**config.mk**
```make
export PLATFORM = sky130hd
export DESIGN_NAME = cpu
export DESIGN_NICKNAME = d
export VERILOG_FILES = /design/src/design/lc3b_pkg.sv /design/src/design/pipe_barrier.sv /design/src/design/stage_fetch.sv /design/src/design/stage_decode.sv /design/src/design/hazard_unit.sv /design/src/design/stage_execute.sv /design/src/design/stage_memory.sv /design/src/design/cpu.sv
export VERILOG_INCLUDE_DIRS = /design/src /design/src/include
export SDC_FILE = /design/constraint.sdc
export NUM_CORES = 1
export LEC_CHECK = 0
export BUFFER_PORTS_ARGS = -buffer_cell sky130_fd_sc_hd__buf_4
export CAP_MARGIN = 20
export CORE_MARGIN = 5
export CORE_UTILIZATION = 50
export CTS_BUF_LIST = sky130_fd_sc_hd__clkbuf_4 sky130_fd_sc_hd__clkbuf_8 sky130_fd_sc_hd__clkbuf_16
export DETAILED_ROUTE_END_ITERATION = 16
export PLACE_DENSITY = 0.67
export SLEW_MARGIN = 20
export SYNTH_ARGS = -nofsm -noshare
export SYNTH_HDL_FRONTEND = slang
export SYNTH_SLANG_ARGS = --single-unit
```
**constraint.sdc**
```tcl
create_clock -name clk -period 5.2 [get_ports clk]
set_clock_uncertainty 0.05 [all_clocks]
set_input_delay 1.3 -clock clk [delete_from_list [all_inputs] [get_ports clk]]
set_output_delay 1.3 -clock clk [all_outputs]
set_load 0.02 [all_outputs]
```
**src/include/lc3b_defs.svh**
```systemverilog
`ifndef LC3B_DEFS_SVH
`define LC3B_DEFS_SVH

// Datapath sizes.
`define LC3B_WORD_W    16
`define LC3B_NUM_REGS  8

// Fetch starts here after reset.
`define LC3B_RESET_PC  16'h0000

// ##################################################
// Opcodes in ir[15:12].
// ##################################################
`define LC3B_OP_BR     4'b0000
`define LC3B_OP_ADD    4'b0001
`define LC3B_OP_AND    4'b0101
`define LC3B_OP_LDR    4'b0110
`define LC3B_OP_STR    4'b0111
`define LC3B_OP_NOT    4'b1001

`endif

```
**src/design/lc3b_pkg.sv**
```systemverilog
`default_nettype none

`include "lc3b_defs.svh"

package lc3b_pkg;

    typedef logic [`LC3B_WORD_W-1:0] lc3b_word;
    typedef logic [$clog2(`LC3B_NUM_REGS)-1:0] lc3b_reg;

    typedef enum logic [1:0] {
        alu_add,
        alu_and,
        alu_not,
        alu_pass
    } lc3b_alu_op;

    // All zero means no side effects at all.
    typedef struct packed {
        lc3b_alu_op alu_op;
        logic       reg_write;
        logic       mem_read;
        logic       mem_write;
        logic       is_branch;
        logic       use_imm;
        logic [2:0] nzp;
    } lc3b_control_word;

    // ##################################################
    // Barrier payloads with valid always first.
    // ##################################################
    typedef struct packed {
        logic     valid;
        lc3b_word pc_plus2;
        lc3b_word ir;
    } if_id_t;

    typedef struct packed {
        logic             valid;
        lc3b_control_word control;
        lc3b_word         ir;
        lc3b_word         pc_plus2;
        lc3b_word         sr1_data;
        lc3b_word         sr2_data;
        lc3b_reg          sr1;
        lc3b_reg          sr2;
        lc3b_reg          dest;
    } id_ex_t;

    typedef struct packed {
        logic             valid;
        lc3b_control_word control;
        lc3b_reg          dest;
        lc3b_word         alu;
        lc3b_word         pcn;
        lc3b_word         store_data;
    } ex_mem_t;

    typedef struct packed {
        logic     valid;
        logic     reg_write;
        lc3b_reg  dest;
        lc3b_word result;
    } mem_wb_t;

    typedef struct packed {
        logic     valid;
        lc3b_reg  dest;
        lc3b_word data;
    } retire_t;

    // Held high by the CPU until the ack pulse.
    typedef struct packed {
        logic     req;
        logic     we;
        lc3b_word addr;
        lc3b_word wdata;
    } dmem_req_t;

    typedef enum logic [1:0] {
        fwd_none,
        fwd_from_ex_mem,
        fwd_from_mem_wb
    } fwd_sel_t;

endpackage

`default_nettype wire

```
**src/design/pipe_barrier.sv**
```systemverilog
`timescale 1ns/1ps
`default_nettype none

module pipe_barrier #(
    parameter type payload_t = logic [0:0]
) (
    input  logic     clk,
    input  logic     arst_n,
    input  logic     stall,
    input  logic     flush,
    input  payload_t d,
    output payload_t q
);

    // Flush wins over stall so a redirect always clears wrong-path work.
    always_ff @(posedge clk or negedge arst_n) begin
        if (!arst_n) begin
            q <= '0;
        end else if (flush) begin
            q <= '0;
        end else if (!stall) begin
            q <= d;
        end
    end

endmodule

`default_nettype wire

```
**src/design/stage_fetch.sv**
```systemverilog
`timescale 1ns/1ps
`default_nettype none

`include "lc3b_defs.svh"

module stage_fetch (
    input  logic               clk,
    input  logic               arst_n,
    input  logic               stall,
    input  logic               redirect,
    input  lc3b_pkg::lc3b_word redirect_pc,
    output lc3b_pkg::lc3b_word imem_addr,
    input  lc3b_pkg::lc3b_word imem_rdata,
    output lc3b_pkg::if_id_t   fetched
);

    lc3b_pkg::lc3b_word pc;
    lc3b_pkg::lc3b_word pc_plus2;
    lc3b_pkg::lc3b_word pc_next;

    assign pc_plus2 = pc + lc3b_pkg::lc3b_word'(2);

    // Redirect from MEM beats any stall.
    always_comb begin
        if (redirect) begin
            pc_next = redirect_pc;
        end else if (stall) begin
            pc_next = pc;
        end else begin
            pc_next = pc_plus2;
        end
    end

    always_ff @(posedge clk or negedge arst_n) begin
        if (!arst_n) begin
            pc <= `LC3B_RESET_PC;
        end else begin
            pc <= pc_next;
        end
    end

    // Instruction memory answers in the same cycle.
    assign imem_addr        = pc;
    assign fetched.valid    = 1'b1;
    assign fetched.pc_plus2 = pc_plus2;
    assign fetched.ir       = imem_rdata;

endmodule

`default_nettype wire

```
**src/design/stage_decode.sv**
```systemverilog
`timescale 1ns/1ps
`default_nettype none

`include "lc3b_defs.svh"

module stage_decode (
    input  logic              clk,
    input  logic              arst_n,
    input  lc3b_pkg::if_id_t  in_if,
    input  lc3b_pkg::mem_wb_t wb,
    output lc3b_pkg::id_ex_t  decoded
);

    lc3b_pkg::lc3b_word         regs [`LC3B_NUM_REGS];
    lc3b_pkg::lc3b_control_word ctrl;
    logic [3:0]                 opcode;
    lc3b_pkg::lc3b_reg          sr1;
    lc3b_pkg::lc3b_reg          sr2;

    assign opcode = in_if.ir[15:12];
    assign sr1    = in_if.ir[8:6];
    // STR carries its source register where the others carry dest.
    assign sr2    = (opcode == `LC3B_OP_STR) ? in_if.ir[11:9] : in_if.ir[2:0];

    // ##################################################
    // Control word.
    // ##################################################
    always_comb begin
        ctrl        = '0;
        ctrl.alu_op = lc3b_pkg::alu_pass;
        case (opcode)
            `LC3B_OP_ADD: begin
                ctrl.alu_op    = lc3b_pkg::alu_add;
                ctrl.reg_write = 1'b1;
                ctrl.use_imm   = in_if.ir[5];
            end
            `LC3B_OP_AND: begin
                ctrl.alu_op    = lc3b_pkg::alu_and;
                ctrl.reg_write = 1'b1;
                ctrl.use_imm   = in_if.ir[5];
            end
            `LC3B_OP_NOT: begin
                ctrl.alu_op    = lc3b_pkg::alu_not;
                ctrl.reg_write = 1'b1;
            end
            `LC3B_OP_LDR: begin
                ctrl.alu_op    = lc3b_pkg::alu_add;
                ctrl.reg_write = 1'b1;
                ctrl.mem_read  = 1'b1;
                ctrl.use_imm   = 1'b1;
            end
            `LC3B_OP_STR: begin
                ctrl.alu_op    = lc3b_pkg::alu_add;
                ctrl.mem_write = 1'b1;
                ctrl.use_imm   = 1'b1;
            end
            `LC3B_OP_BR: begin
                ctrl.is_branch = 1'b1;
                ctrl.nzp       = in_if.ir[11:9];
            end
            default: begin
            end
        endcase
    end

    // ##################################################
    // Register file with write-through read.
    // ##################################################
    always_ff @(posedge clk or negedge arst_n) begin
        if (!arst_n) begin
            for (int i = 0; i < `LC3B_NUM_REGS; i++) begin
                regs[i] <= '0;
            end
        end else if (wb.valid && wb.reg_write) begin
            regs[wb.dest] <= wb.result;
        end
    end

    function automatic lc3b_pkg::lc3b_word read_port(input lc3b_pkg::lc3b_reg idx);
        if (wb.valid && wb.reg_write && wb.dest == idx) begin
            return wb.result;
        end
        return regs[idx];
    endfunction

    assign decoded.valid    = in_if.valid;
    assign decoded.control  = ctrl;
    assign decoded.ir       = in_if.ir;
    assign decoded.pc_plus2 = in_if.pc_plus2;
    assign decoded.sr1_data = read_port(sr1);
    assign decoded.sr2_data = read_port(sr2);
    assign decoded.sr1      = sr1;
    assign decoded.sr2      = sr2;
    assign decoded.dest     = in_if.ir[11:9];

endmodule

`default_nettype wire

```
**src/design/hazard_unit.sv**
```systemverilog
`timescale 1ns/1ps
`default_nettype none

module hazard_unit (
    input  lc3b_pkg::id_ex_t   in_id,
    input  lc3b_pkg::id_ex_t   in_ex,
    input  lc3b_pkg::ex_mem_t  in_mem,
    input  lc3b_pkg::mem_wb_t  in_wb,
    input  logic               mem_busy,
    input  logic               branch_taken,
    output logic               stall_fetch,
    output logic               stall_if_id,
    output logic               stall_id_ex,
    output logic               stall_ex_mem,
    output logic               stall_mem_wb,
    output logic               flush_if_id,
    output logic               flush_id_ex,
    output logic               flush_ex_mem,
    output logic               flush_mem_wb,
    output lc3b_pkg::fwd_sel_t fwd_a,
    output lc3b_pkg::fwd_sel_t fwd_b
);

    logic id_uses_sr1;
    logic id_uses_sr2;
    logic load_use;

    // Only real consumers trigger the bubble.
    assign id_uses_sr1 = in_id.control.reg_write | in_id.control.mem_write;
    assign id_uses_sr2 = in_id.control.mem_write
                       | (in_id.control.reg_write & ~in_id.control.use_imm
                          & (in_id.control.alu_op != lc3b_pkg::alu_not));

    assign load_use = in_id.valid && in_ex.valid && in_ex.control.mem_read
                   && ((id_uses_sr1 && in_ex.dest == in_id.sr1)
                    || (id_uses_sr2 && in_ex.dest == in_id.sr2));

    // ##################################################
    // Stalls and flushes.
    // ##################################################
    assign stall_fetch  = mem_busy | load_use;
    assign stall_if_id  = mem_busy | load_use;
    assign stall_id_ex  = mem_busy;
    assign stall_ex_mem = mem_busy;
    assign stall_mem_wb = 1'b0;

    // Three younger instructions die on a taken branch.
    assign flush_if_id  = branch_taken;
    assign flush_id_ex  = branch_taken | (load_use & ~mem_busy);
    assign flush_ex_mem = branch_taken;
    // Bubbles behind a waiting access keep retire one-shot.
    assign flush_mem_wb = mem_busy;

    // EX/MEM is newer, so it wins. Loads there are covered by load_use.
    function automatic lc3b_pkg::fwd_sel_t pick(input lc3b_pkg::lc3b_reg src);
        if (in_mem.valid && in_mem.control.reg_write && !in_mem.control.mem_read
                && in_mem.dest == src) begin
            return lc3b_pkg::fwd_from_ex_mem;
        end
        if (in_wb.valid && in_wb.reg_write && in_wb.dest == src) begin
            return lc3b_pkg::fwd_from_mem_wb;
        end
        return lc3b_pkg::fwd_none;
    endfunction

    assign fwd_a = pick(in_ex.sr1);
    assign fwd_b = pick(in_ex.sr2);

endmodule

`default_nettype wire

```
**src/design/stage_execute.sv**
```systemverilog
`timescale 1ns/1ps
`default_nettype none

module stage_execute (
    input  lc3b_pkg::id_ex_t   in_ex,
    input  lc3b_pkg::fwd_sel_t fwd_a,
    input  lc3b_pkg::fwd_sel_t fwd_b,
    input  lc3b_pkg::lc3b_word fwd_ex_mem,
    input  lc3b_pkg::lc3b_word fwd_mem_wb,
    output lc3b_pkg::ex_mem_t  out_ex
);

    lc3b_pkg::lc3b_word op_a;
    lc3b_pkg::lc3b_word reg_b;
    lc3b_pkg::lc3b_word imm;
    lc3b_pkg::lc3b_word op_b;
    lc3b_pkg::lc3b_word alu;

    function automatic lc3b_pkg::lc3b_word fwd_mux(input lc3b_pkg::fwd_sel_t sel,
                                                   input lc3b_pkg::lc3b_word reg_val);
        case (sel)
            lc3b_pkg::fwd_from_ex_mem: return fwd_ex_mem;
            lc3b_pkg::fwd_from_mem_wb: return fwd_mem_wb;
            default:                   return reg_val;
        endcase
    endfunction

    assign op_a  = fwd_mux(fwd_a, in_ex.sr1_data);
    assign reg_b = fwd_mux(fwd_b, in_ex.sr2_data);

    // Memory offsets count words, ALU immediates are imm5.
    assign imm = (in_ex.control.mem_read || in_ex.control.mem_write)
               ? lc3b_pkg::lc3b_word'(signed'(in_ex.ir[5:0])) << 1
               : lc3b_pkg::lc3b_word'(signed'(in_ex.ir[4:0]));
    assign op_b = in_ex.control.use_imm ? imm : reg_b;

    always_comb begin
        case (in_ex.control.alu_op)
            lc3b_pkg::alu_add: alu = op_a + op_b;
            lc3b_pkg::alu_and: alu = op_a & op_b;
            lc3b_pkg::alu_not: alu = ~op_a;
            default:           alu = op_b;
        endcase
    end

    assign out_ex.valid      = in_ex.valid;
    assign out_ex.control    = in_ex.control;
    assign out_ex.dest       = in_ex.dest;
    assign out_ex.alu        = alu;
    // Branch target from offset9 in words.
    assign out_ex.pcn        = in_ex.pc_plus2
                             + (lc3b_pkg::lc3b_word'(signed'(in_ex.ir[8:0])) << 1);
    assign out_ex.store_data = reg_b;

endmodule

`default_nettype wire

```
**src/design/stage_memory.sv**
```systemverilog
`timescale 1ns/1ps
`default_nettype none

module stage_memory (
    input  logic                clk,
    input  logic                arst_n,
    input  lc3b_pkg::ex_mem_t   in_mem,
    output lc3b_pkg::dmem_req_t dmem_req,
    input  logic                dmem_ack,
    input  lc3b_pkg::lc3b_word  dmem_rdata,
    output logic                busy,
    output logic                branch_taken,
    output lc3b_pkg::lc3b_word  branch_pc,
    output lc3b_pkg::mem_wb_t   out_wb
);

    logic               mem_op;
    logic [2:0]         cc;
    lc3b_pkg::lc3b_word result;

    assign mem_op = in_mem.valid & (in_mem.control.mem_read | in_mem.control.mem_write);
    assign busy   = mem_op & ~dmem_ack;

    // Level request held while EX/MEM is frozen.
    assign dmem_req.req   = mem_op;
    assign dmem_req.we    = mem_op & in_mem.control.mem_write;
    assign dmem_req.addr  = in_mem.alu;
    assign dmem_req.wdata = in_mem.store_data;

    assign result = in_mem.control.mem_read ? dmem_rdata : in_mem.alu;

    // ##################################################
    // Condition codes from the last write leaving MEM.
    // ##################################################
    always_ff @(posedge clk or negedge arst_n) begin
        if (!arst_n) begin
            cc <= 3'b010;
        end else if (in_mem.valid && in_mem.control.reg_write && !busy) begin
            if (result[$bits(result)-1]) begin
                cc <= 3'b100;
            end else if (result == '0) begin
                cc <= 3'b010;
            end else begin
                cc <= 3'b001;
            end
        end
    end

    assign branch_taken = in_mem.valid & in_mem.control.is_branch
                        & |(in_mem.control.nzp & cc);
    assign branch_pc    = in_mem.pcn;

    assign out_wb.valid     = in_mem.valid;
    assign out_wb.reg_write = in_mem.control.reg_write;
    assign out_wb.dest      = in_mem.dest;
    assign out_wb.result    = result;

endmodule

`default_nettype wire

```
**src/design/cpu.sv**
```systemverilog
`timescale 1ns/1ps
`default_nettype none

module cpu (
    input  logic                clk,
    input  logic                arst_n,
    output lc3b_pkg::lc3b_word  imem_addr,
    input  lc3b_pkg::lc3b_word  imem_rdata,
    output lc3b_pkg::dmem_req_t dmem_req,
    input  logic                dmem_ack,
    input  lc3b_pkg::lc3b_word  dmem_rdata,
    output lc3b_pkg::retire_t   retire
);

    lc3b_pkg::if_id_t   fetched;
    lc3b_pkg::if_id_t   if_id_q;
    lc3b_pkg::id_ex_t   decoded;
    lc3b_pkg::id_ex_t   id_ex_held;
    lc3b_pkg::id_ex_t   id_ex_d;
    lc3b_pkg::id_ex_t   id_ex_q;
    lc3b_pkg::ex_mem_t  ex_mem_d;
    lc3b_pkg::ex_mem_t  ex_mem_q;
    lc3b_pkg::mem_wb_t  mem_wb_d;
    lc3b_pkg::mem_wb_t  mem_wb_q;

    logic               stall_fetch;
    logic               stall_if_id;
    logic               stall_id_ex;
    logic               stall_ex_mem;
    logic               stall_mem_wb;
    logic               flush_if_id;
    logic               flush_id_ex;
    logic               flush_ex_mem;
    logic               flush_mem_wb;
    lc3b_pkg::fwd_sel_t fwd_a;
    lc3b_pkg::fwd_sel_t fwd_b;
    logic               mem_busy;
    logic               branch_taken;
    lc3b_pkg::lc3b_word branch_pc;

    // ##################################################
    // Fetch and decode.
    // ##################################################
    stage_fetch u_fetch (
        .clk,
        .arst_n,
        .stall       (stall_fetch),
        .redirect    (branch_taken),
        .redirect_pc (branch_pc),
        .imem_addr,
        .imem_rdata,
        .fetched
    );

    pipe_barrier #(.payload_t(lc3b_pkg::if_id_t)) u_if_id (
        .clk,
        .arst_n,
        .stall (stall_if_id),
        .flush (flush_if_id),
        .d     (fetched),
        .q     (if_id_q)
    );

    stage_decode u_decode (
        .clk,
        .arst_n,
        .in_if   (if_id_q),
        .wb      (mem_wb_q),
        .decoded
    );

    // A frozen ID/EX keeps reloading itself so it still sees the write that
    // retires from MEM/WB while the data access waits.
    always_comb begin
        id_ex_held = id_ex_q;
        if (mem_wb_q.valid && mem_wb_q.reg_write) begin
            if (mem_wb_q.dest == id_ex_q.sr1) begin
                id_ex_held.sr1_data = mem_wb_q.result;
            end
            if (mem_wb_q.dest == id_ex_q.sr2) begin
                id_ex_held.sr2_data = mem_wb_q.result;
            end
        end
        id_ex_d = stall_id_ex ? id_ex_held : decoded;
    end

    pipe_barrier #(.payload_t(lc3b_pkg::id_ex_t)) u_id_ex (
        .clk,
        .arst_n,
        .stall (1'b0),
        .flush (flush_id_ex),
        .d     (id_ex_d),
        .q     (id_ex_q)
    );

    hazard_unit u_hazard (
        .in_id  (decoded),
        .in_ex  (id_ex_q),
        .in_mem (ex_mem_q),
        .in_wb  (mem_wb_q),
        .mem_busy,
        .branch_taken,
        .stall_fetch,
        .stall_if_id,
        .stall_id_ex,
        .stall_ex_mem,
        .stall_mem_wb,
        .flush_if_id,
        .flush_id_ex,
        .flush_ex_mem,
        .flush_mem_wb,
        .fwd_a,
        .fwd_b
    );

    // ##################################################
    // Execute, memory and writeback.
    // ##################################################
    stage_execute u_execute (
        .in_ex      (id_ex_q),
        .fwd_a,
        .fwd_b,
        .fwd_ex_mem (ex_mem_q.alu),
        .fwd_mem_wb (mem_wb_q.result),
        .out_ex     (ex_mem_d)
    );

    pipe_barrier #(.payload_t(lc3b_pkg::ex_mem_t)) u_ex_mem (
        .clk,
        .arst_n,
        .stall (stall_ex_mem),
        .flush (flush_ex_mem),
        .d     (ex_mem_d),
        .q     (ex_mem_q)
    );

    stage_memory u_memory (
        .clk,
        .arst_n,
        .in_mem    (ex_mem_q),
        .dmem_req,
        .dmem_ack,
        .dmem_rdata,
        .busy      (mem_busy),
        .branch_taken,
        .branch_pc,
        .out_wb    (mem_wb_d)
    );

    pipe_barrier #(.payload_t(lc3b_pkg::mem_wb_t)) u_mem_wb (
        .clk,
        .arst_n,
        .stall (stall_mem_wb),
        .flush (flush_mem_wb),
        .d     (mem_wb_d),
        .q     (mem_wb_q)
    );

    // One pulse per register write.
    assign retire.valid = mem_wb_q.valid & mem_wb_q.reg_write;
    assign retire.dest  = mem_wb_q.dest;
    assign retire.data  = mem_wb_q.result;

endmodule

`default_nettype wire

```
==> flow_summary.json, run 1 <==
{
  "status": "complete, no violations",
  "p_sw_share_pct": 38.83,
  "crit_fanout": 14,
  "portBuffers": 104,
  "htreeDepth": 2,
  "vias": 13969,
  "globalRoute.totalOverflow": 0,
  "via_per_inst": 6.068,
  "io_pins": 105,
  "antenna_found_initial": 0,
  "yosysWarnings": 0,
  "synthArstFlopShare_pct": 100.0,
  "min_period_ns": 4.244,
  "rsz0062_at_grt": "false",
  "grt_max_degree": 111,
  "intPower_mw": 7.670,
  "root_buffer": "clkbuf_16",
  "gp_congestion": 0.9542,
  "endpoint_kind": "register",
  "leakage_nw": 9.190,
  "power_mw": 12.54,
  "holdBufCountCts": 0,
  "final_net_count": 1831,
  "postRouteAntennaNets": 0,
  "clk_pin_slew_ns": 0.06,
  "detail_route.wl_per_cell_um": 22.47,
  "grt_pass1_wl_mm": 81.39,
  "n_fill_cell": 3247,
  "clock.fmax_ghz": 0.2356,
  "worstMarginPinSlew_ns": 1.062,
  "insertion_delay_ns": 0.56,
  "postCtsSetupRepairBufs": 0,
  "clockPowerShare_pct": 22.4,
  "pwr-share-comb_pct": 39.3,
  "final.setup.tns_ns": 0,
  "postSynthCellCount": 1764,
  "synth-seq-cells": 334,
  "yosysUniqueCellTypes": 76,
  "drt_first_pass_iters": 7,
  "drv_cap": 0,
  "grt.busiest_layer": "met2",
  "dieWidth_um": 204.2,
  "ff2ff_path_depth": 15,
  "start_util_pct": 50.31,
  "slew_violations": 0,
  "drt_iter0_drc": 894,
  "hold_violations": 0,
  "grt_pass1_vias": 13707,
  "drive_gt1_share_pct": 25.07,
  "fin_crit_sh_pct": 81.61,
  "yosysSeqAreaShare_pct": 44.32,
  "cts_buffer_depth": 3,
  "ir_drop_mv": 0.3301,
  "hold_path.class": "register to register",
  "cts_sinks": 334,
  "p_per_area_nw_per_um2": 597.0,
  "place_hpwl_mm": 34.62,
  "route.detailed.drc": 0,
  "required_ns": 5.59,
  "power_frac_seq_pct": 38.3,
  "critPathArrivalTime_ns": 4.63,
  "grt_usage_pct": 24.67,
  "p_sw_mw": 4.869,
  "synth_area_um2": 18860,
  "hold_path_depth": 2,
  "synth_edf_count": 0,
  "post_synth.cell_area_avg_um2": 10.69,
  "cts_tree": "built",
  "finish.utilization_pct": 56.02,
  "use_met1_pct": 35.67,
  "synth_top_flop_cell": "dfrtp_1",
  "start_kind": "register",
  "grtUsageMet3_pct": 3.808,
  "wirelength_mm": 51.74,
  "fp.dieH_um": 204.2,
  "area_growth_pct": 11.35,
  "diodes": 0,
  "slew_headroom_pct": 29.22,
  "use_met2_pct": 38.55,
  "core.rowCount": 71,
  "cts-resized-gates": 0,
  "setup_viol": 0,
  "cts_buffers": 38,
  "synth_nets": 1832,
  "die-area_um2": 41710,
  "design.core.area_um2": 37490,
  "critPathKind": "register to register"
}
## kinds of logic after synthesis
| logic type | Yosys count | share of synthesized area (%) |
|---|---|---|
| AO/OA/AOI/OAI | 409 | 14.66 |
| XOR/XNOR | 54 | 2.508 |
| adder cells (fa/ha/maj) | 33 | 2.269 |
| buffers and inverters | 195 | 5.645 |
| flip-flops | 334 | 44.32 |
| multiplexers | 320 | 20.29 |
| AND/OR/NAND/NOR | 419 | 10.31 |
## placed cells by master, fill, tap and decap left out, drive strengths merged, types with 9 or more instances in the layout
master,instances
a21oi,71
a221oi,19
a22o,65
a31oi,9
and2,14
and3,9
buf,139
clkbuf,53
dfrtp,333
ha,31
inv,17
mux2,168
mux2i,120
mux4,32
nand2,214
nand3,28
nor2,76
nor3,15
nor4,15
o211ai,18
o21a,19
o21ai,135
o22ai,18
o311ai,11
or3,11
xnor2,28
xor2,26
## layer usage
metal,vias to the layer above,wire [µm]
li1,6397,-
met1,7076,23390
met2,418,23860
met3,78,3186
met4,0,1300
met5,-,0
## area by class of cell
cell class / count / area, µm² / share of cell area (%)
timing repair buffer: 139 / 1114 / 5.302
clock buffer: 53 / 1114 / 5.302
clock inverter: 15 / 196.4 / 0.9354
inverter: 15 / 56.30 / 0.2681
multi-input combinational: 1235 / 9522 / 45.34
tap: 511 / 639.4 / 3.044
sequential: 334 / 8361 / 39.81
## critical path: stages (launching register included)
cell     delay (ns)
dfrtp_1        0.64
xor2_1         0.19
nor4_4         0.39
buf_4          0.33
mux2i_1        0.21
nor2_1         0.06
a21oi_1        0.18
o21ai_0        0.15
ha_1           0.41
or4_1          0.51
o21ai_0        0.09
a21oi_1        0.12
a31oi_1        0.34
xor2_1         0.19
nand2_1        0.07
a22o_1         0.19
## power groups by stage
stage	Sequential [mW]	Clock (mW)	Combinational [mW]
floorplan	4.24	0	4.03
global placement	4.76	0	4.80
detailed placement	4.80	0	4.88
CTS	4.76	2.86	4.91
global route	4.93	2.97	5.39
finish	4.80	2.80	4.93
## state kept, by name (all words and copies together) (netlist names)
register and flops:
u_mem_wb.q 21, u_fetch.imem_addr 16, u_memory.cc 3, u_if_id.q 33, u_id_ex.q 74, u_decode.regs 128
u_ex_mem.q 59
## Yosys cell counts, types with 3 or more instances
| cell | n | area (µm²) |
|---|---|---|
| o21ai_2 | 11 | 96.34 |
| ha_1 | 31 | 387.9 |
| a21o_1 | 3 | 22.52 |
| nand3b_1 | 3 | 22.52 |
| xor2_1 | 26 | 227.7 |
| nor2b_1 | 7 | 43.79 |
| nor4_4 | 3 | 63.81 |
| nand2_1 | 214 | 803.3 |
| a22o_1 | 65 | 569.3 |
| a211oi_1 | 5 | 37.54 |
| a22oi_1 | 4 | 30.03 |
| buf_6 | 13 | 146.4 |
| or4_1 | 3 | 22.52 |
| mux4_2 | 32 | 720.7 |
| buf_2 | 23 | 115.1 |
| and2_1 | 14 | 87.58 |
| dfrtp_1 | 333 | 8333 |
| nor2_1 | 75 | 281.5 |
| or2_2 | 4 | 25.02 |
| a31oi_1 | 8 | 50.05 |
| mux2i_1 | 119 | 1191 |
| o21ai_1 | 23 | 115.1 |
| xnor2_1 | 28 | 245.2 |
| a21oi_1 | 70 | 350.3 |
| inv_1 | 15 | 56.30 |
| mux2_2 | 168 | 1892 |
| o311ai_0 | 11 | 96.34 |
| nor3_1 | 14 | 70.07 |
| o31ai_1 | 5 | 37.54 |
| nand3_1 | 28 | 140.1 |
| o211ai_1 | 18 | 135.1 |
| buf_4 | 55 | 412.9 |
| o21a_1 | 19 | 142.6 |
| o21ai_0 | 101 | 505.5 |
| a211o_1 | 3 | 26.28 |
| clkbuf_1 | 76 | 285.3 |
| or3_1 | 10 | 62.56 |
| o21bai_1 | 3 | 22.52 |
| nor4_1 | 11 | 68.82 |
| nand2b_1 | 7 | 43.79 |
| nand4_1 | 6 | 37.54 |
| o22ai_1 | 18 | 112.6 |
| a221oi_1 | 19 | 166.4 |
| buf_1 | 13 | 48.80 |
| and3_1 | 9 | 56.30 |
## metrics by stage
step / worst slack [ns] / cell area, µm² / std cells / hold WS (ns)
floorplan: 1.411 / 18860 / 1764 / 0.3886
global placement: 1.116 / 19680 / 2234 / 0.4090
detailed placement: 1.045 / 19680 / 2234 / 0.4148
CTS: 0.9807 / 20990 / 2302 / 0.4307
global route: 0.6707 / 21000 / 2302 / 0.4571
finish: 0.9562 / 21000 / 2302 / 0.4272
## final timing paths
check	startpoint	end	slack, ns
setup / recovery	u_mem_wb.q[17]$_DFF_PN0_	u_ex_mem.q[45]$_DFFE_PN0P_	0.96
hold / removal	u_id_ex.q[30]$_DFFE_PN0P_	u_id_ex.q[30]$_DFFE_PN0P_	0.43
setup reg to reg	u_mem_wb.q[17]$_DFF_PN0_	u_ex_mem.q[45]$_DFFE_PN0P_	0.96
hold reg to reg	u_id_ex.q[30]$_DFFE_PN0P_	u_id_ex.q[30]$_DFFE_PN0P_	0.43
max in group asynchronous	arst_n	u_id_ex.q[74]$_DFFE_PN0P_	3.29
min in group asynchronous	arst_n	u_fetch.imem_addr[4]$_DFFE_PN0P_	0.77
Note: power is estimated with default switching activity, not from simulation.
==> run 2, diff against run 1 <==
- ABC_AREA: default -> 1
- PLACE_DENSITY: 0.67 -> 0.7
- clock period: 5.2 -> 3.8 ns (I/O delays scaled with it)
==> flow_summary.json, run 2 <==
{
  "status": "complete, no violations",
  "htreeDepth": 2,
  "slew_violations": 0,
  "route.detailed.drc": 0,
  "critPathArrivalTime_ns": 3.83,
  "cts_buffers": 39,
  "fin_hold_ws_ns": 0.3245,
  "largest_reg_flops": 128,
  "insertion_delay_ns": 0.56,
  "dpl_cell_area_um2": 20020,
  "final.setup.tns_ns": 0,
  "portBuffers": 104,
  "via_per_inst": 5.791,
  "globalRoute.totalOverflow": 0,
  "netlist.area_leader.share_pct": 43.33,
  "clk_pin_slew_ns": 0.06,
  "synth_commonest_cells": "nand2_1, nand3_1, dfrtp_1, o21ai_0, inv_1",
  "endpoint_kind": "register",
  "postSynthCellCount": 2663,
  "min_period_ns": 3.431,
  "synth_area_leaders": "dfrtp_1, nand2_1, nand3_1",
  "required_ns": 4.20,
  "drive_gt1_share_pct": 9.545,
  "area_growth_pct": 11.09,
  "p_sw_mw": 8.247,
  "synth_area_um2": 19230,
  "multi_input_area_um2": 9077,
  "fin_crit_sh_pct": 90.30,
  "cts_tree": "built",
  "holdBufCountCts": 0,
  "core.rowCount": 71,
  "rsz0062_at_grt": "false",
  "grt_max_degree": 75,
  "register_area_um2": 8361,
  "synth_edf_count": 0,
  "finalInstanceArea_um2": 21360,
  "slew_headroom_pct": 24.75,
  "drv_cap": 0,
  "cts_buffer_depth": 3,
  "yosysMostFrequentCell": "nand2_1",
  "synth-seq-cells": 334,
  "dpl_worst_slack_ns": 0.2374,
  "detail_route.wl_per_cell_um": 20.18,
  "diodes": 0,
  "cts_sinks": 334,
  "yosysUniqueCellTypes": 49,
  "hold_path.class": "input pin to asynchronous set/reset pin",
  "setup_viol": 0,
  "grt_usage_pct": 30.35,
  "yosysWarnings": 0,
  "place_hpwl_mm": 44.02,
  "top_register": "u_decode.regs",
  "hold_violations": 0,
  "power_frac_seq_pct": 34.2,
  "start_util_pct": 50.82,
  "drt_iter0_drc": 2036,
  "crit_fanout": 8,
  "post_synth.cell_area_avg_um2": 7.222,
  "drt_first_pass_iters": 6,
  "clockPowerShare_pct": 21.3,
  "die-area_um2": 42480,
  "ff2ff_path_depth": 22,
  "dieWidth_um": 206.1,
  "path_cells": "inv_2 > a21oi_1 > nand4_1 > buf_4 > nand2_1 > inv_1 > nand2_1 > nand4_1 > nand2_1 > ha_1 > inv_1 > fa_1 > o21ai_0 > nand2_1 > nand2_1 > nand2_1 > nand2_1 > nand2_1 > nand3_1 > nand3_1 > nand3_1 > nand2_1",
  "p_sw_share_pct": 44.70,
  "pwr-share-comb_pct": 44.4,
  "worstMarginPinSlew_ns": 1.126,
  "wirelength_mm": 64.43,
  "n_fill_cell": 3659,
  "final_net_count": 2723,
  "gp_congestion": 0.9895,
  "critPathKind": "register to register",
  "yosysSeqAreaShare_pct": 43.47,
  "synth_top_flop_cell": "dfrtp_1",
  "crit_slowest_cell": "dfrtp_1",
  "ir_drop_mv": 0.5778,
  "leakage_nw": 10.66,
  "layout_commonest_cell": "nand2_1",
  "layout_common_cells": "nand2_1, nand3_1, dfrtp_1",
  "synth_nets": 2731,
  "vias": 18490,
  "intPower_mw": 10.20,
  "grt_pass1_vias": 17814,
  "clock.fmax_ghz": 0.2914,
  "fin_ws_ns": 0.3686,
  "critical_path.most_common_cell": "nand2_1",
  "grt_pass1_wl_mm": 101.3,
  "design.core.area_um2": 37840,
  "cpPeakStageDelay_ns": 0.51,
  "reg.largest.list": "u_decode.regs (128), u_id_ex.q (74), u_ex_mem.q (59)",
  "synth_top_area_cell": "dfrtp_1",
  "fp.dieH_um": 206.1,
  "io_pins": 105,
  "postRouteAntennaNets": 0,
  "p_per_area_nw_per_um2": 863.7,
  "root_buffer": "clkbuf_16",
  "start_kind": "register",
  "antenna_found_initial": 0,
  "synthArstFlopShare_pct": 100.0
}
[run 2: cell count changes in the layout (fill, tap and decap cells not counted), sizes merged, moves of 17 or more]
cell,change
a221oi,-18
a22o,-60
inv,+186
mux2,-168
mux2i,-120
mux4,-32
nand2,+692
nand3,+317
nand3b,+18
nor2,+34
o21a,-17
o21ai,+170
xnor2,-20
[run 2: power groups by stage]
| stage | sequential [mW] | clock, mW | combinational (mW) |
|---|---|---|---|
| after detailed placement | 6.30 | 0 | 8.05 |
| after CTS | 6.27 | 3.99 | 8.10 |
| after floorplan | 5.93 | 0 | 5.81 |
| after global routing | 6.48 | 4.12 | 9.16 |
| final | 6.31 | 3.94 | 8.20 |
| after global placement | 6.28 | 0 | 7.93 |
[run 2: area by class of cell]
| type | count | area share (%) |
|---|---|---|
| clock inverter | 13 | 0.7906 |
| inverter | 209 | 3.678 |
| clock buffer | 55 | 5.411 |
| timing repair buffer | 149 | 5.505 |
| multi-input combinational | 1922 | 42.49 |
| sequential | 334 | 39.13 |
| tap | 511 | 2.993 |
[run 2: logic make-up after synthesis]
kind of cell / count (synthesis) / synth area share, %
AO/OA/AOI/OAI: 451 / 12.77
XOR/XNOR: 21 / 0.9564
adder cells (fa/ha/maj): 33 / 2.225
buffers and inverters: 407 / 9.408
flip-flops: 334 / 43.47
AND/OR/NAND/NOR: 1417 / 31.18
[run 2: worst paths after layout]
check,startpoint,end,slack [ns]
worst min-delay path,arst_n,u_decode.regs[64]$_DFFE_PN0P_,0.32
worst max register to register,u_mem_wb.q[17]$_DFF_PN0_,u_ex_mem.q[44]$_DFFE_PN0P_,0.37
worst max-delay path,u_mem_wb.q[17]$_DFF_PN0_,u_ex_mem.q[44]$_DFFE_PN0P_,0.37
worst min register to register,u_id_ex.q[74]$_DFFE_PN0P_,u_id_ex.q[74]$_DFFE_PN0P_,0.43
min in group clk,u_id_ex.q[74]$_DFFE_PN0P_,u_id_ex.q[74]$_DFFE_PN0P_,0.43
max in group asynchronous,arst_n,u_ex_mem.q[0]$_DFFE_PN0P_,2.52
[run 2: per-layer routing]
metal  vias to the layer above  GRT usage, %  routed length [µm]
met5                         -             0                   0
met4                         0         15.45                3415
met3                       183         5.413                5560
met2                       907         47.40               29030
met1                      8766         40.77               26430
li1                       8634             -                   -
[run 2: through the flow]
stage               power, mW  utilization [%]  std cells
finish                  18.45            56.45       3193
global route            19.76            56.45       3193
CTS                     18.36            56.41       3192
detailed placement      14.35            52.91       3124
global placement        14.21            52.91       3124
floorplan               11.74                -       2663
[run 2: worst max-delay path, delay by kind of cell (launching register included)]
| kind | cells | cell delay [ns] |
|---|---|---|
| flip-flops | 1 | 0.51 |
| AND/OR/NAND/NOR | 14 | 1.15 |
| AO/OA/AOI/OAI | 2 | 0.53 |
| buffers and inverters | 4 | 0.46 |
| adder cells (fa/ha/maj) | 2 | 0.62 |
[run 2: what timing repair did]
action / CTS / global route
endpoints found under the setup margin: 0 / 10
gates resized for setup: 0 / 1
setup buffers: 0 / 1
